File: src/design/bus_pkg.sv
package bus_pkg;

    // one address or one instruction
    typedef logic [31:0] word_t;

    // two instructions side by side on the fetch bus
    typedef logic [63:0] dword_t;

    // request channel
    typedef struct packed {
        logic  valid;
        word_t addr;
    } ibus_req_t;

    // response channel
    // data[31:0] is the word at the 8-byte aligned address
    // data[63:32] is the word right after it
    typedef struct packed {
        logic   addr_ok;
        logic   data_ok;
        dword_t data;
    } ibus_resp_t;

endpackage

File: src/design/pipe_pkg.sv
package pipe_pkg;

    import bus_pkg::*;

    // fixed addresses of this core
    localparam word_t RESET_PC     = 32'hBFC0_0000;
    localparam word_t EXC_ENTRANCE = 32'hBFC0_0380;

    // exception raised in fetch
    typedef enum logic {
        NO_EXC   = 1'b0,
        ADDR_ERR = 1'b1
    } exc_type_e;

    // taken branch from execute
    typedef struct packed {
        logic  taken;
        word_t target;
    } redirect_t;

    // exception entry or eret from the commit side
    typedef struct packed {
        logic  intexc;
        logic  eret;
        word_t epc;
    } trap_t;

    // request in flight between PC and fetch-2
    typedef struct packed {
        logic      valid;
        word_t     pc;
        exc_type_e exc;
    } fetch1_data_t;

    // one decode slot
    typedef struct packed {
        logic      valid;
        word_t     pc;
        word_t     raw_instr;
        exc_type_e exc;
    } fetch_data_t;

    // slot 1 is older in program order, slot 0 younger
    typedef fetch_data_t [1:0] fetch_bundle_t;

endpackage

File: src/design/pipe_reg.sv
module pipe_reg #(
    parameter type T = logic
) (
    input  logic clk,
    input  logic reset,
    input  logic en,
    input  logic flush,
    input  T     d,
    output T     q
);

    // flush wins over a held stage
    always_ff @(posedge clk) begin
        if (reset || flush) begin
            q <= '0;
        end else if (en) begin
            q <= d;
        end
    end

endmodule

File: src/design/pc_select.sv
module pc_select (
    input  logic                clk,
    input  logic                reset,
    input  logic                stall_f,
    input  pipe_pkg::redirect_t redirect,
    input  pipe_pkg::trap_t     trap,
    output bus_pkg::word_t      pc
);

    import bus_pkg::*;
    import pipe_pkg::*;

    word_t pc_q;
    word_t pc_succ;
    word_t pc_nxt;
    word_t saved_target;
    logic  redirect_any;
    logic  saved_valid;

    // a redirect caught during a stall already owns the fetch address
    assign pc = saved_valid ? saved_target : pc_q;

    // pairs are fetched 8-byte aligned
    // an odd word only fills the older slot
    always_comb begin
        if (pc[2]) begin
            pc_succ = pc + 32'd4;
        end else begin
            pc_succ = pc + 32'd8;
        end
    end

    // exception entrance first, then eret, then branch
    always_comb begin
        redirect_any = 1'b1;
        if (trap.intexc) begin
            pc_nxt = EXC_ENTRANCE;
        end else if (trap.eret) begin
            pc_nxt = trap.epc;
        end else if (redirect.taken) begin
            pc_nxt = redirect.target;
        end else begin
            redirect_any = 1'b0;
            pc_nxt = pc_succ;
        end
    end

    always_ff @(posedge clk) begin
        if (reset) begin
            pc_q <= RESET_PC;
            saved_valid <= 1'b0;
        end else if (!stall_f) begin
            pc_q <= pc_nxt;
            saved_valid <= 1'b0;
        end else if (redirect_any) begin
            saved_valid <= 1'b1;
        end
    end

    // later exception overwrites a saved branch
    always_ff @(posedge clk) begin
        if (stall_f && redirect_any) begin
            saved_target <= pc_nxt;
        end
    end

endmodule

File: src/design/fetch_hazard.sv
module fetch_hazard (
    input  bus_pkg::ibus_req_t  ireq,
    input  bus_pkg::ibus_resp_t iresp,
    input  logic                stall_d,
    input  pipe_pkg::redirect_t redirect,
    input  pipe_pkg::trap_t     trap,
    output logic                stall_f,
    output logic                stall_f2,
    output logic                flush_f2,
    output logic                flush_d
);

    logic i_wait;
    logic trap_flush;

    // request out but not taken by the bus yet
    assign i_wait = ireq.valid && !iresp.addr_ok;

    assign trap_flush = trap.intexc || trap.eret;

    // pc holds on bus wait or decode back-pressure
    assign stall_f = i_wait || stall_d;

    // fetch-2 only waits on decode
    assign stall_f2 = stall_d;

    // wrong path goes away in both registers
    assign flush_f2 = trap_flush || redirect.taken;
    assign flush_d  = trap_flush || redirect.taken;

endmodule

File: src/design/fetch_align.sv
module fetch_align (
    input  logic                    clk,
    input  logic                    reset,
    input  pipe_pkg::fetch1_data_t  f1,
    input  bus_pkg::ibus_resp_t     iresp,
    input  logic                    stall_f2,
    input  logic                    flush_f2,
    output pipe_pkg::fetch_bundle_t bundle
);

    import bus_pkg::*;
    import pipe_pkg::*;

    dword_t hold_data;
    logic   hold_valid;
    logic   flush_q;
    dword_t live_data;
    dword_t raw;
    logic   addr_err;

    // nothing on the bus unless data_ok
    assign live_data = iresp.data_ok ? iresp.data : '0;

    always_ff @(posedge clk) begin
        if (reset) begin
            hold_valid <= 1'b0;
            flush_q <= 1'b0;
        end else begin
            hold_valid <= stall_f2;
            flush_q <= flush_f2;
        end
    end

    // grab the response once, on the first stalled cycle
    always_ff @(posedge clk) begin
        if (stall_f2 && !hold_valid) begin
            hold_data <= live_data;
        end
    end

    assign raw = hold_valid ? hold_data : live_data;
    assign addr_err = f1.exc == ADDR_ERR;

    // older slot
    always_comb begin
        bundle[1].valid = f1.valid;
        bundle[1].pc = f1.pc;
        bundle[1].exc = f1.exc;
        if (f1.pc[2]) begin
            bundle[1].raw_instr = raw[63:32];
        end else begin
            bundle[1].raw_instr = raw[31:0];
        end
        // no fetched word behind a bad address
        if (addr_err || flush_q) begin
            bundle[1].raw_instr = '0;
        end
    end

    // younger slot is the high word of the same pair
    always_comb begin
        bundle[0].valid = f1.valid && !f1.pc[2] && !addr_err;
        bundle[0].pc = f1.pc + 32'd4;
        bundle[0].exc = NO_EXC;
        bundle[0].raw_instr = raw[63:32];
        if (addr_err || flush_q) begin
            bundle[0].raw_instr = '0;
        end
    end

endmodule

File: src/design/fetch_unit.sv
module fetch_unit (
    input  logic                    clk,
    input  logic                    reset,
    output bus_pkg::ibus_req_t      ireq,
    input  bus_pkg::ibus_resp_t     iresp,
    input  pipe_pkg::redirect_t     redirect,
    input  pipe_pkg::trap_t         trap,
    input  logic                    stall_d,
    output pipe_pkg::fetch_bundle_t bundle_out
);

    import bus_pkg::*;
    import pipe_pkg::*;

    word_t         pc;
    logic          stall_f;
    logic          stall_f2;
    logic          flush_f2;
    logic          flush_d;
    logic          pc_misaligned;
    fetch1_data_t  f1_next;
    fetch1_data_t  f1;
    fetch_bundle_t bundle_next;

    pc_select u_pc_select (
        .clk,
        .reset,
        .stall_f,
        .redirect,
        .trap,
        .pc
    );

    assign pc_misaligned = pc[1:0] != 2'b00;

    // bad address never reaches the bus
    // and nothing goes out in a redirect cycle
    assign ireq.valid = !pc_misaligned && !flush_f2;
    assign ireq.addr = pc;

    fetch_hazard u_fetch_hazard (
        .ireq,
        .iresp,
        .stall_d,
        .redirect,
        .trap,
        .stall_f,
        .stall_f2,
        .flush_f2,
        .flush_d
    );

    // one entry for each pc that leaves the PC stage
    always_comb begin
        f1_next.valid = !stall_f;
        f1_next.pc = pc;
        if (pc_misaligned) begin
            f1_next.exc = ADDR_ERR;
        end else begin
            f1_next.exc = NO_EXC;
        end
    end

    // F1 stage with its data one cycle behind
    pipe_reg #(
        .T(fetch1_data_t)
    ) u_f1_reg (
        .clk,
        .reset,
        .en(!stall_f2),
        .flush(flush_f2),
        .d(f1_next),
        .q(f1)
    );

    fetch_align u_fetch_align (
        .clk,
        .reset,
        .f1,
        .iresp,
        .stall_f2,
        .flush_f2,
        .bundle(bundle_next)
    );

    // F2 to decode
    pipe_reg #(
        .T(fetch_bundle_t)
    ) u_f2d_reg (
        .clk,
        .reset,
        .en(!stall_d),
        .flush(flush_d),
        .d(bundle_next),
        .q(bundle_out)
    );

endmodule

File: config.mk
export PLATFORM = sky130hd
export DESIGN_NAME = fetch_unit
export DESIGN_NICKNAME = d
export VERILOG_FILES = /design/src/design/bus_pkg.sv /design/src/design/pipe_pkg.sv /design/src/design/pipe_reg.sv /design/src/design/pc_select.sv /design/src/design/fetch_hazard.sv /design/src/design/fetch_align.sv /design/src/design/fetch_unit.sv
export SDC_FILE = /design/constraint.sdc
export NUM_CORES = 1
export LEC_CHECK = 0
export BUFFER_PORTS_ARGS = -buffer_cell sky130_fd_sc_hd__buf_2
export CAP_MARGIN = 15
export CORE_UTILIZATION = 39
export DETAILED_ROUTE_END_ITERATION = 6
export SLEW_MARGIN = 20
export SYNTH_ARGS = -nofsm -noshare
export SYNTH_HDL_FRONTEND = slang
export SYNTH_SLANG_ARGS = --single-unit
export TNS_END_PERCENT = 5
File: constraint.sdc
create_clock -name clk -period 5.2 [get_ports clk]
set_clock_uncertainty 0.2 [all_clocks]
set_input_delay 1.04 -clock clk [delete_from_list [all_inputs] [get_ports clk]]
set_output_delay 1.04 -clock clk [all_outputs]
set_load 0.1 [all_outputs]
==> results of run 1 <==
## synth_stat cells, types with 3 or more instances
master / number / area (sq um)
nand2b_1: 33 / 206.5
and2_1: 67 / 419.2
inv_1: 21 / 78.83
o221ai_1: 4 / 35.03
nand4b_4: 3 / 71.32
mux2i_1: 58 / 580.6
and4_1: 3 / 26.28
a22oi_1: 8 / 60.06
clkbuf_1: 74 / 277.8
nor2b_1: 4 / 25.02
o22ai_1: 7 / 43.79
dfxtp_1: 198 / 3964
buf_1: 20 / 75.07
mux2_2: 48 / 540.5
nor2_1: 194 / 728.2
a21oi_1: 147 / 735.7
nand4_1: 16 / 100.1
o21a_1: 7 / 52.55
xor2_1: 11 / 96.34
a41oi_1: 4 / 35.03
nand3b_1: 9 / 67.56
o211ai_1: 4 / 30.03
a221oi_1: 8 / 70.07
nand3_1: 30 / 150.1
and3_1: 9 / 56.30
or3_1: 4 / 25.02
a211oi_1: 13 / 97.59
buf_4: 38 / 285.3
a222oi_1: 34 / 340.3
nand2_1: 154 / 578.1
edfxtp_1: 96 / 2883
o21ai_0: 16 / 80.08
buf_2: 4 / 20.02
o31ai_1: 4 / 30.03
nand4b_1: 3 / 26.28
nor3_1: 17 / 85.08
o211a_1: 3 / 30.03
xnor2_1: 37 / 324.1
nand4_2: 3 / 37.54
## critical path, stage by stage, from the launching register on
cell	delay (ns)
dfxtp_2	0.98
buf_4	0.33
mux2i_1	0.37
inv_1	0.18
buf_2	0.33
## cell families after synthesis
group / after synthesis / synth area share [%]
muxes: 106 / 8.074
xor gates and xnor gates: 48 / 3.028
adders and majority gates: 2 / 0.1802
other: 1 / 0.02701
and+or+nand+nor: 565 / 19.86
AOI/OAI and AO/OA: 285 / 13.98
buffers and inverters: 162 / 5.551
DFF: 294 / 49.31
## power by group through the flow
| stage | sequential, W | clock [W] | combinational [W] |
|---|---|---|---|
| floorplan | 0.00255 | 0 | 0.000513 |
| global placement | 0.00255 | 0 | 0.000679 |
| detailed placement | 0.00255 | 0 | 0.000683 |
| CTS | 0.00250 | 0.00236 | 0.000687 |
| global route | 0.00251 | 0.00245 | 0.000733 |
| finish | 0.00250 | 0.00231 | 0.000688 |
## area by class of cell
class	instances	area, sq um
well taps	455	569.3
fillers	3352	18230
inverters	24	90.09
multi-input cells	1007	6297
diodes	1	2.502
flip-flops and latches	294	6853
clock buffers	52	988.4
clock inverters	9	86.33
repair buffers	318	1683
## stage by stage
stage / hold WS (ns) / utilization [%] / power [W] / area [sq um] / setup WS [ns]
after floorplan: 0.2338 / - / 0.003059 / 13890 / 0.1492
after global placement: 0.2433 / 44.52 / 0.003226 / 15490 / 1.445
after detailed placement: 0.2546 / 44.52 / 0.003233 / 15490 / 1.457
after CTS: 0.2616 / 47.61 / 0.005549 / 16570 / 1.252
after global routing: 0.2788 / 47.62 / 0.005695 / 16570 / 1.083
final: 0.2620 / 47.62 / 0.005500 / 16570 / 1.242
## worst min path at each step
stage / start / end / slack, ns / cells after the start
after global routing: u_f2d_reg.q[41] / u_f2d_reg.q[41] / 0.28 / 2
after CTS: u_f2d_reg.q[63] / u_f2d_reg.q[63] / 0.26 / 2
after detailed placement: u_f2d_reg.q[63] / u_f2d_reg.q[63] / 0.25 / 2
after global placement: u_pc_select.pc_q[2] / u_pc_select.pc_q[2] / 0.24 / 2
final: u_f2d_reg.q[63] / u_f2d_reg.q[63] / 0.26 / 2
after floorplan: u_pc_select.pc_q[2] / u_pc_select.pc_q[2] / 0.23 / 2
## state kept, by name, summed over array words and instances, names as in the netlist
register and flops:
u_f1_reg.q 34, u_f2d_reg.q 129, u_fetch_align.flush_q 1, u_fetch_align.hold_data 64, u_fetch_align.hold_valid 1, u_pc_select.pc_q 32
u_pc_select.saved_target 32, u_pc_select.saved_valid 1
## routing by layer
layer	vias up	wire, microns	track usage (%)	part of all wire [%]
met5	-	13	0	0.031
met4	2	937	7.108	2.3
met3	64	2447	3.625	5.9
met2	391	19200	35.08	46
met1	5558	18720	30.39	45
li1	5595	-	-	-
==> impl_metrics.json, run 1 <==
{
  "dieWidth_microns": 190.7,
  "drtPass1Iterations": 7,
  "grt_pass1_wl_mm": 62.73,
  "finalNonFillerCells": 2160,
  "dpl.hpwl_mm": 27.86,
  "globalplace.congestion": 0.8816,
  "r2r_end": "u_pc_select.saved_target[30]",
  "swShare_pct": 27.00,
  "setup_tns_ns": 0,
  "leakagePower_nw": 6.707,
  "status": "finished, violations left",
  "vias": 11610,
  "initial_core_util_pct": 39.90,
  "hp-class": "reg -> reg",
  "irDropWorstVdd_v": 0.0002174,
  "min_period_over_period_pct": 76.12,
  "setup_viol": 0,
  "die_y_microns": 190.7,
  "yosys_warnings": 0,
  "intPower_w": 0.004015,
  "max_freq_mhz": 252.6,
  "drtIter0Drc": 1003,
  "viasPerCell": 5.375,
  "r2r-start": "u_pc_select.saved_valid",
  "die-area_sq_um": 36360,
  "seqPwrFrac_pct": 45.5,
  "htreeDepth": 2,
  "max_slew_margin_pct": 29.34,
  "grt_max_degree": 114,
  "syn_to_final_growth_pct": 19.33,
  "ys.flop_type": "dfxtp_1",
  "ys_seq_area_share_pct": 49.31,
  "crit_start": "u_pc_select.saved_valid",
  "cts_setup_buffers": 0,
  "antenna_found_initial": 2,
  "clock-sinks": 294,
  "route.detailed.drc": 10,
  "ios": 301,
  "startpoint_type": "flop",
  "hold_violations": 0,
  "cp_max_fo": 46,
  "rr_worst_depth": 7,
  "holdBufCountCts": 0,
  "avgSynthCellArea_sq_um": 9.491,
  "p_clk_share_pct": 42.0,
  "syn_nets": 1601,
  "num_rows": 68,
  "port_buffers": 299,
  "synth_edf_count": 96,
  "core_area_sq_um": 34800,
  "syn_area_sq_um": 13890,
  "critical_path_class": "reg -> out",
  "final_cell_mix": "298 x buf_2, 195 x dfxtp_1, 191 x nor2_1",
  "track_usage_pct": 22.06,
  "pwr-share-comb_pct": 12.5,
  "layout_commonest_cell": "buf_2",
  "nets": 1817,
  "dp.cells": 2098,
  "grt_setup_unrepaired": "false",
  "cts_made_buffers": 34,
  "clk_pin_slew_ns": 0.06,
  "syn_inst": 1463,
  "wirelength_mm": 41.32,
  "power_density_nw_per_um2": 332.0,
  "clk_path_buf_depth": 3,
  "cts-root-buf": "clkbuf_16",
  "ys_async_sr_fraction_pct": 0,
  "critPathCapture": "ireq[27]",
  "grt_pass1_vias": 10959,
  "violations": "DRC",
  "insertion_delay_ns": 0.51,
  "drive_gt1_share_pct": 26.35,
  "overflow": 0,
  "ys_ff_latch": 294,
  "routedWlPerCell_microns": 19.13,
  "finalCriticalPeriod_ns": 3.958,
  "required_ns": 3.96,
  "switching_power_w": 0.001485,
  "r2r_slack_ns": 1.70,
  "slew_viol_final": 0,
  "tightest_slew_ns": 1.060,
  "arrival_ns": 2.72,
  "timing.max_cap.violations": 0,
  "postRouteAntennaNets": 0,
  "crit_path_end_kind": "primary output",
  "cts_resized": 0,
  "synth_cell_types": 76,
  "cts_tree": "built"
}
No activity file was read; power rests on OpenSTA's default activity.
==> run 2, diff against run 1 <==
Clock period 5.2 ns to 3.3 ns, I/O delays scaled along.
==> impl_metrics.json, run 2 (synthesis gave the netlist of run 1 again) <==
{
  "finalNonFillerCells": 2183,
  "insertion_delay_ns": 0.52,
  "critical_path.top_delay_family": "buffers and inverters",
  "setup_viol": 0,
  "critical_path.max_stage_delay_ns": 0.51,
  "crit_path_cell_trace": "buf_4, mux2i_1, inv_1, buf_2",
  "viasPerCell": 5.342,
  "holdBufCountCts": 0,
  "num_rows": 68,
  "vias": 11662,
  "dieWidth_microns": 190.7,
  "wirelength_mm": 43.44,
  "core_area_sq_um": 34800,
  "layout_commonest_cell": "buf_2",
  "min_period_over_period_pct": 96.51,
  "postRouteAntennaNets": 0,
  "leakagePower_nw": 6.835,
  "critical_path_class": "reg -> out",
  "route.detailed.drc": 0,
  "drtPass1Iterations": 6,
  "grt_pass1_vias": 11093,
  "irDropWorstVdd_v": 0.0003599,
  "slew_viol_final": 0,
  "clock-sinks": 294,
  "critPathBufInv": 3,
  "grt_use_met2_pct": 36.07,
  "initial_core_util_pct": 39.90,
  "grt_pass1_wl_mm": 65.64,
  "startpoint_type": "flop",
  "max_freq_mhz": 314.0,
  "overflow": 0,
  "hp-class": "in -> reg",
  "top_register": "u_f2d_reg.q",
  "grt.met3_usage_pct": 3.699,
  "cp_slowest_cell": "dfxtp_4",
  "syn_to_final_growth_pct": 20.84,
  "cts_tree": "built",
  "required_ns": 2.44,
  "dpl.hpwl_mm": 30.28,
  "die_y_microns": 190.7,
  "drive_gt1_share_pct": 27.58,
  "timing.max_cap.violations": 0,
  "max_slew_margin_pct": 30.41,
  "finalCriticalPeriod_ns": 3.185,
  "track_usage_pct": 23.30,
  "grt_setup_unrepaired": "false",
  "hold_violations": 0,
  "fill_cells": 3337,
  "clk_pin_slew_ns": 0.06,
  "crit_path_end_kind": "primary output",
  "cts-root-buf": "clkbuf_16",
  "final_cell_mix": "298 x buf_2, 195 x dfxtp_1, 191 x nor2_1",
  "status": "complete, no violations",
  "globalplace.congestion": 0.8984,
  "tightest_slew_ns": 1.044,
  "cp_max_fo": 24,
  "antenna_found_initial": 1,
  "port_buffers": 299,
  "dp.cells": 2120,
  "routedWlPerCell_microns": 19.90,
  "reg.largest.list": "u_f2d_reg.q: 129 flops, u_fetch_align.hold_data: 64 flops, u_f1_reg.q: 34 flops",
  "grt_max_degree": 96,
  "die-area_sq_um": 36360,
  "largest_reg_flops": 129,
  "nets": 1839,
  "arrival_ns": 2.32,
  "cts_made_buffers": 34,
  "worst_hold_slack_ns": 0.2518,
  "htreeDepth": 2,
  "power_density_nw_per_um2": 526.5,
  "clk_path_buf_depth": 3,
  "grt.met1_usage_pct": 33.16,
  "grt-busiest-layer": "met2",
  "drtIter0Drc": 933,
  "ios": 301
}
run 2: cell count changes in the layout (fill, tap and decap cells not counted), sizes merged:
cell    delta
diode      +1
bufinv     +1
clkinv     -1
buf       +22
run 2: what timing repair did:
item / in CTS / in global routing
endpoints found under the hold margin: 0 / 0
setup buffers: 0 / 0
endpoints found under the setup margin: 3 / 0
resized for setup: 1 / 0
run 2: worst paths after layout:
kind	cells past startpoint	endpoint	start	slack (ns)
hold / removal	2	u_fetch_align.hold_data[28]	iresp[28]	0.25
setup / recovery	4	ireq[28]	u_pc_select.saved_valid	0.12
setup reg to reg	7	u_pc_select.saved_target[30]	u_pc_select.saved_valid	0.50
hold reg to reg	2	u_f2d_reg.q[64]	u_f2d_reg.q[64]	0.26
run 2: cell type report:
class | count | area, sq um | share of cell area (%)
well taps | 455 | 569.3 | 3.393
flip-flops and latches | 294 | 6855 | 40.85
diodes | 2 | 5.005 | 0.02983
clock inverters | 9 | 113.9 | 0.6785
inverters | 24 | 90.09 | 0.5369
repair buffers | 340 | 1836 | 10.94
clock buffers | 52 | 1008 | 6.010
multi-input cells | 1007 | 6302 | 37.56
run 2: power breakdown:
group | switching [W] | internal (W)
registers | 0.0000892 | 0.00385
clock network | 0.00149 | 0.00227
logic | 0.000788 | 0.000337
total | 0.00237 | 0.00646
run 2: through the flow:
step                      setup TNS [ns]  cell area (sq um)  total power [W]  setup WS, ns  util (%)
after floorplan                  -0.2132              13900         0.004819       -0.1213         -
after global placement                 0              15650         0.005134        0.4508     44.97
after global routing                   0              16780         0.009148     0.0001865     48.21
after detailed placement               0              15650         0.005137        0.3794     44.97
after CTS                              0              16770         0.008914       0.09299     48.21
final                                  0              16780         0.008834        0.1151     48.22
run 2: per-layer routing:
layer	vias up	wire length (microns)
li1	5641	-
met1	5527	20050
met2	429	19550
met3	65	2770
met4	0	1067
met5	-	0
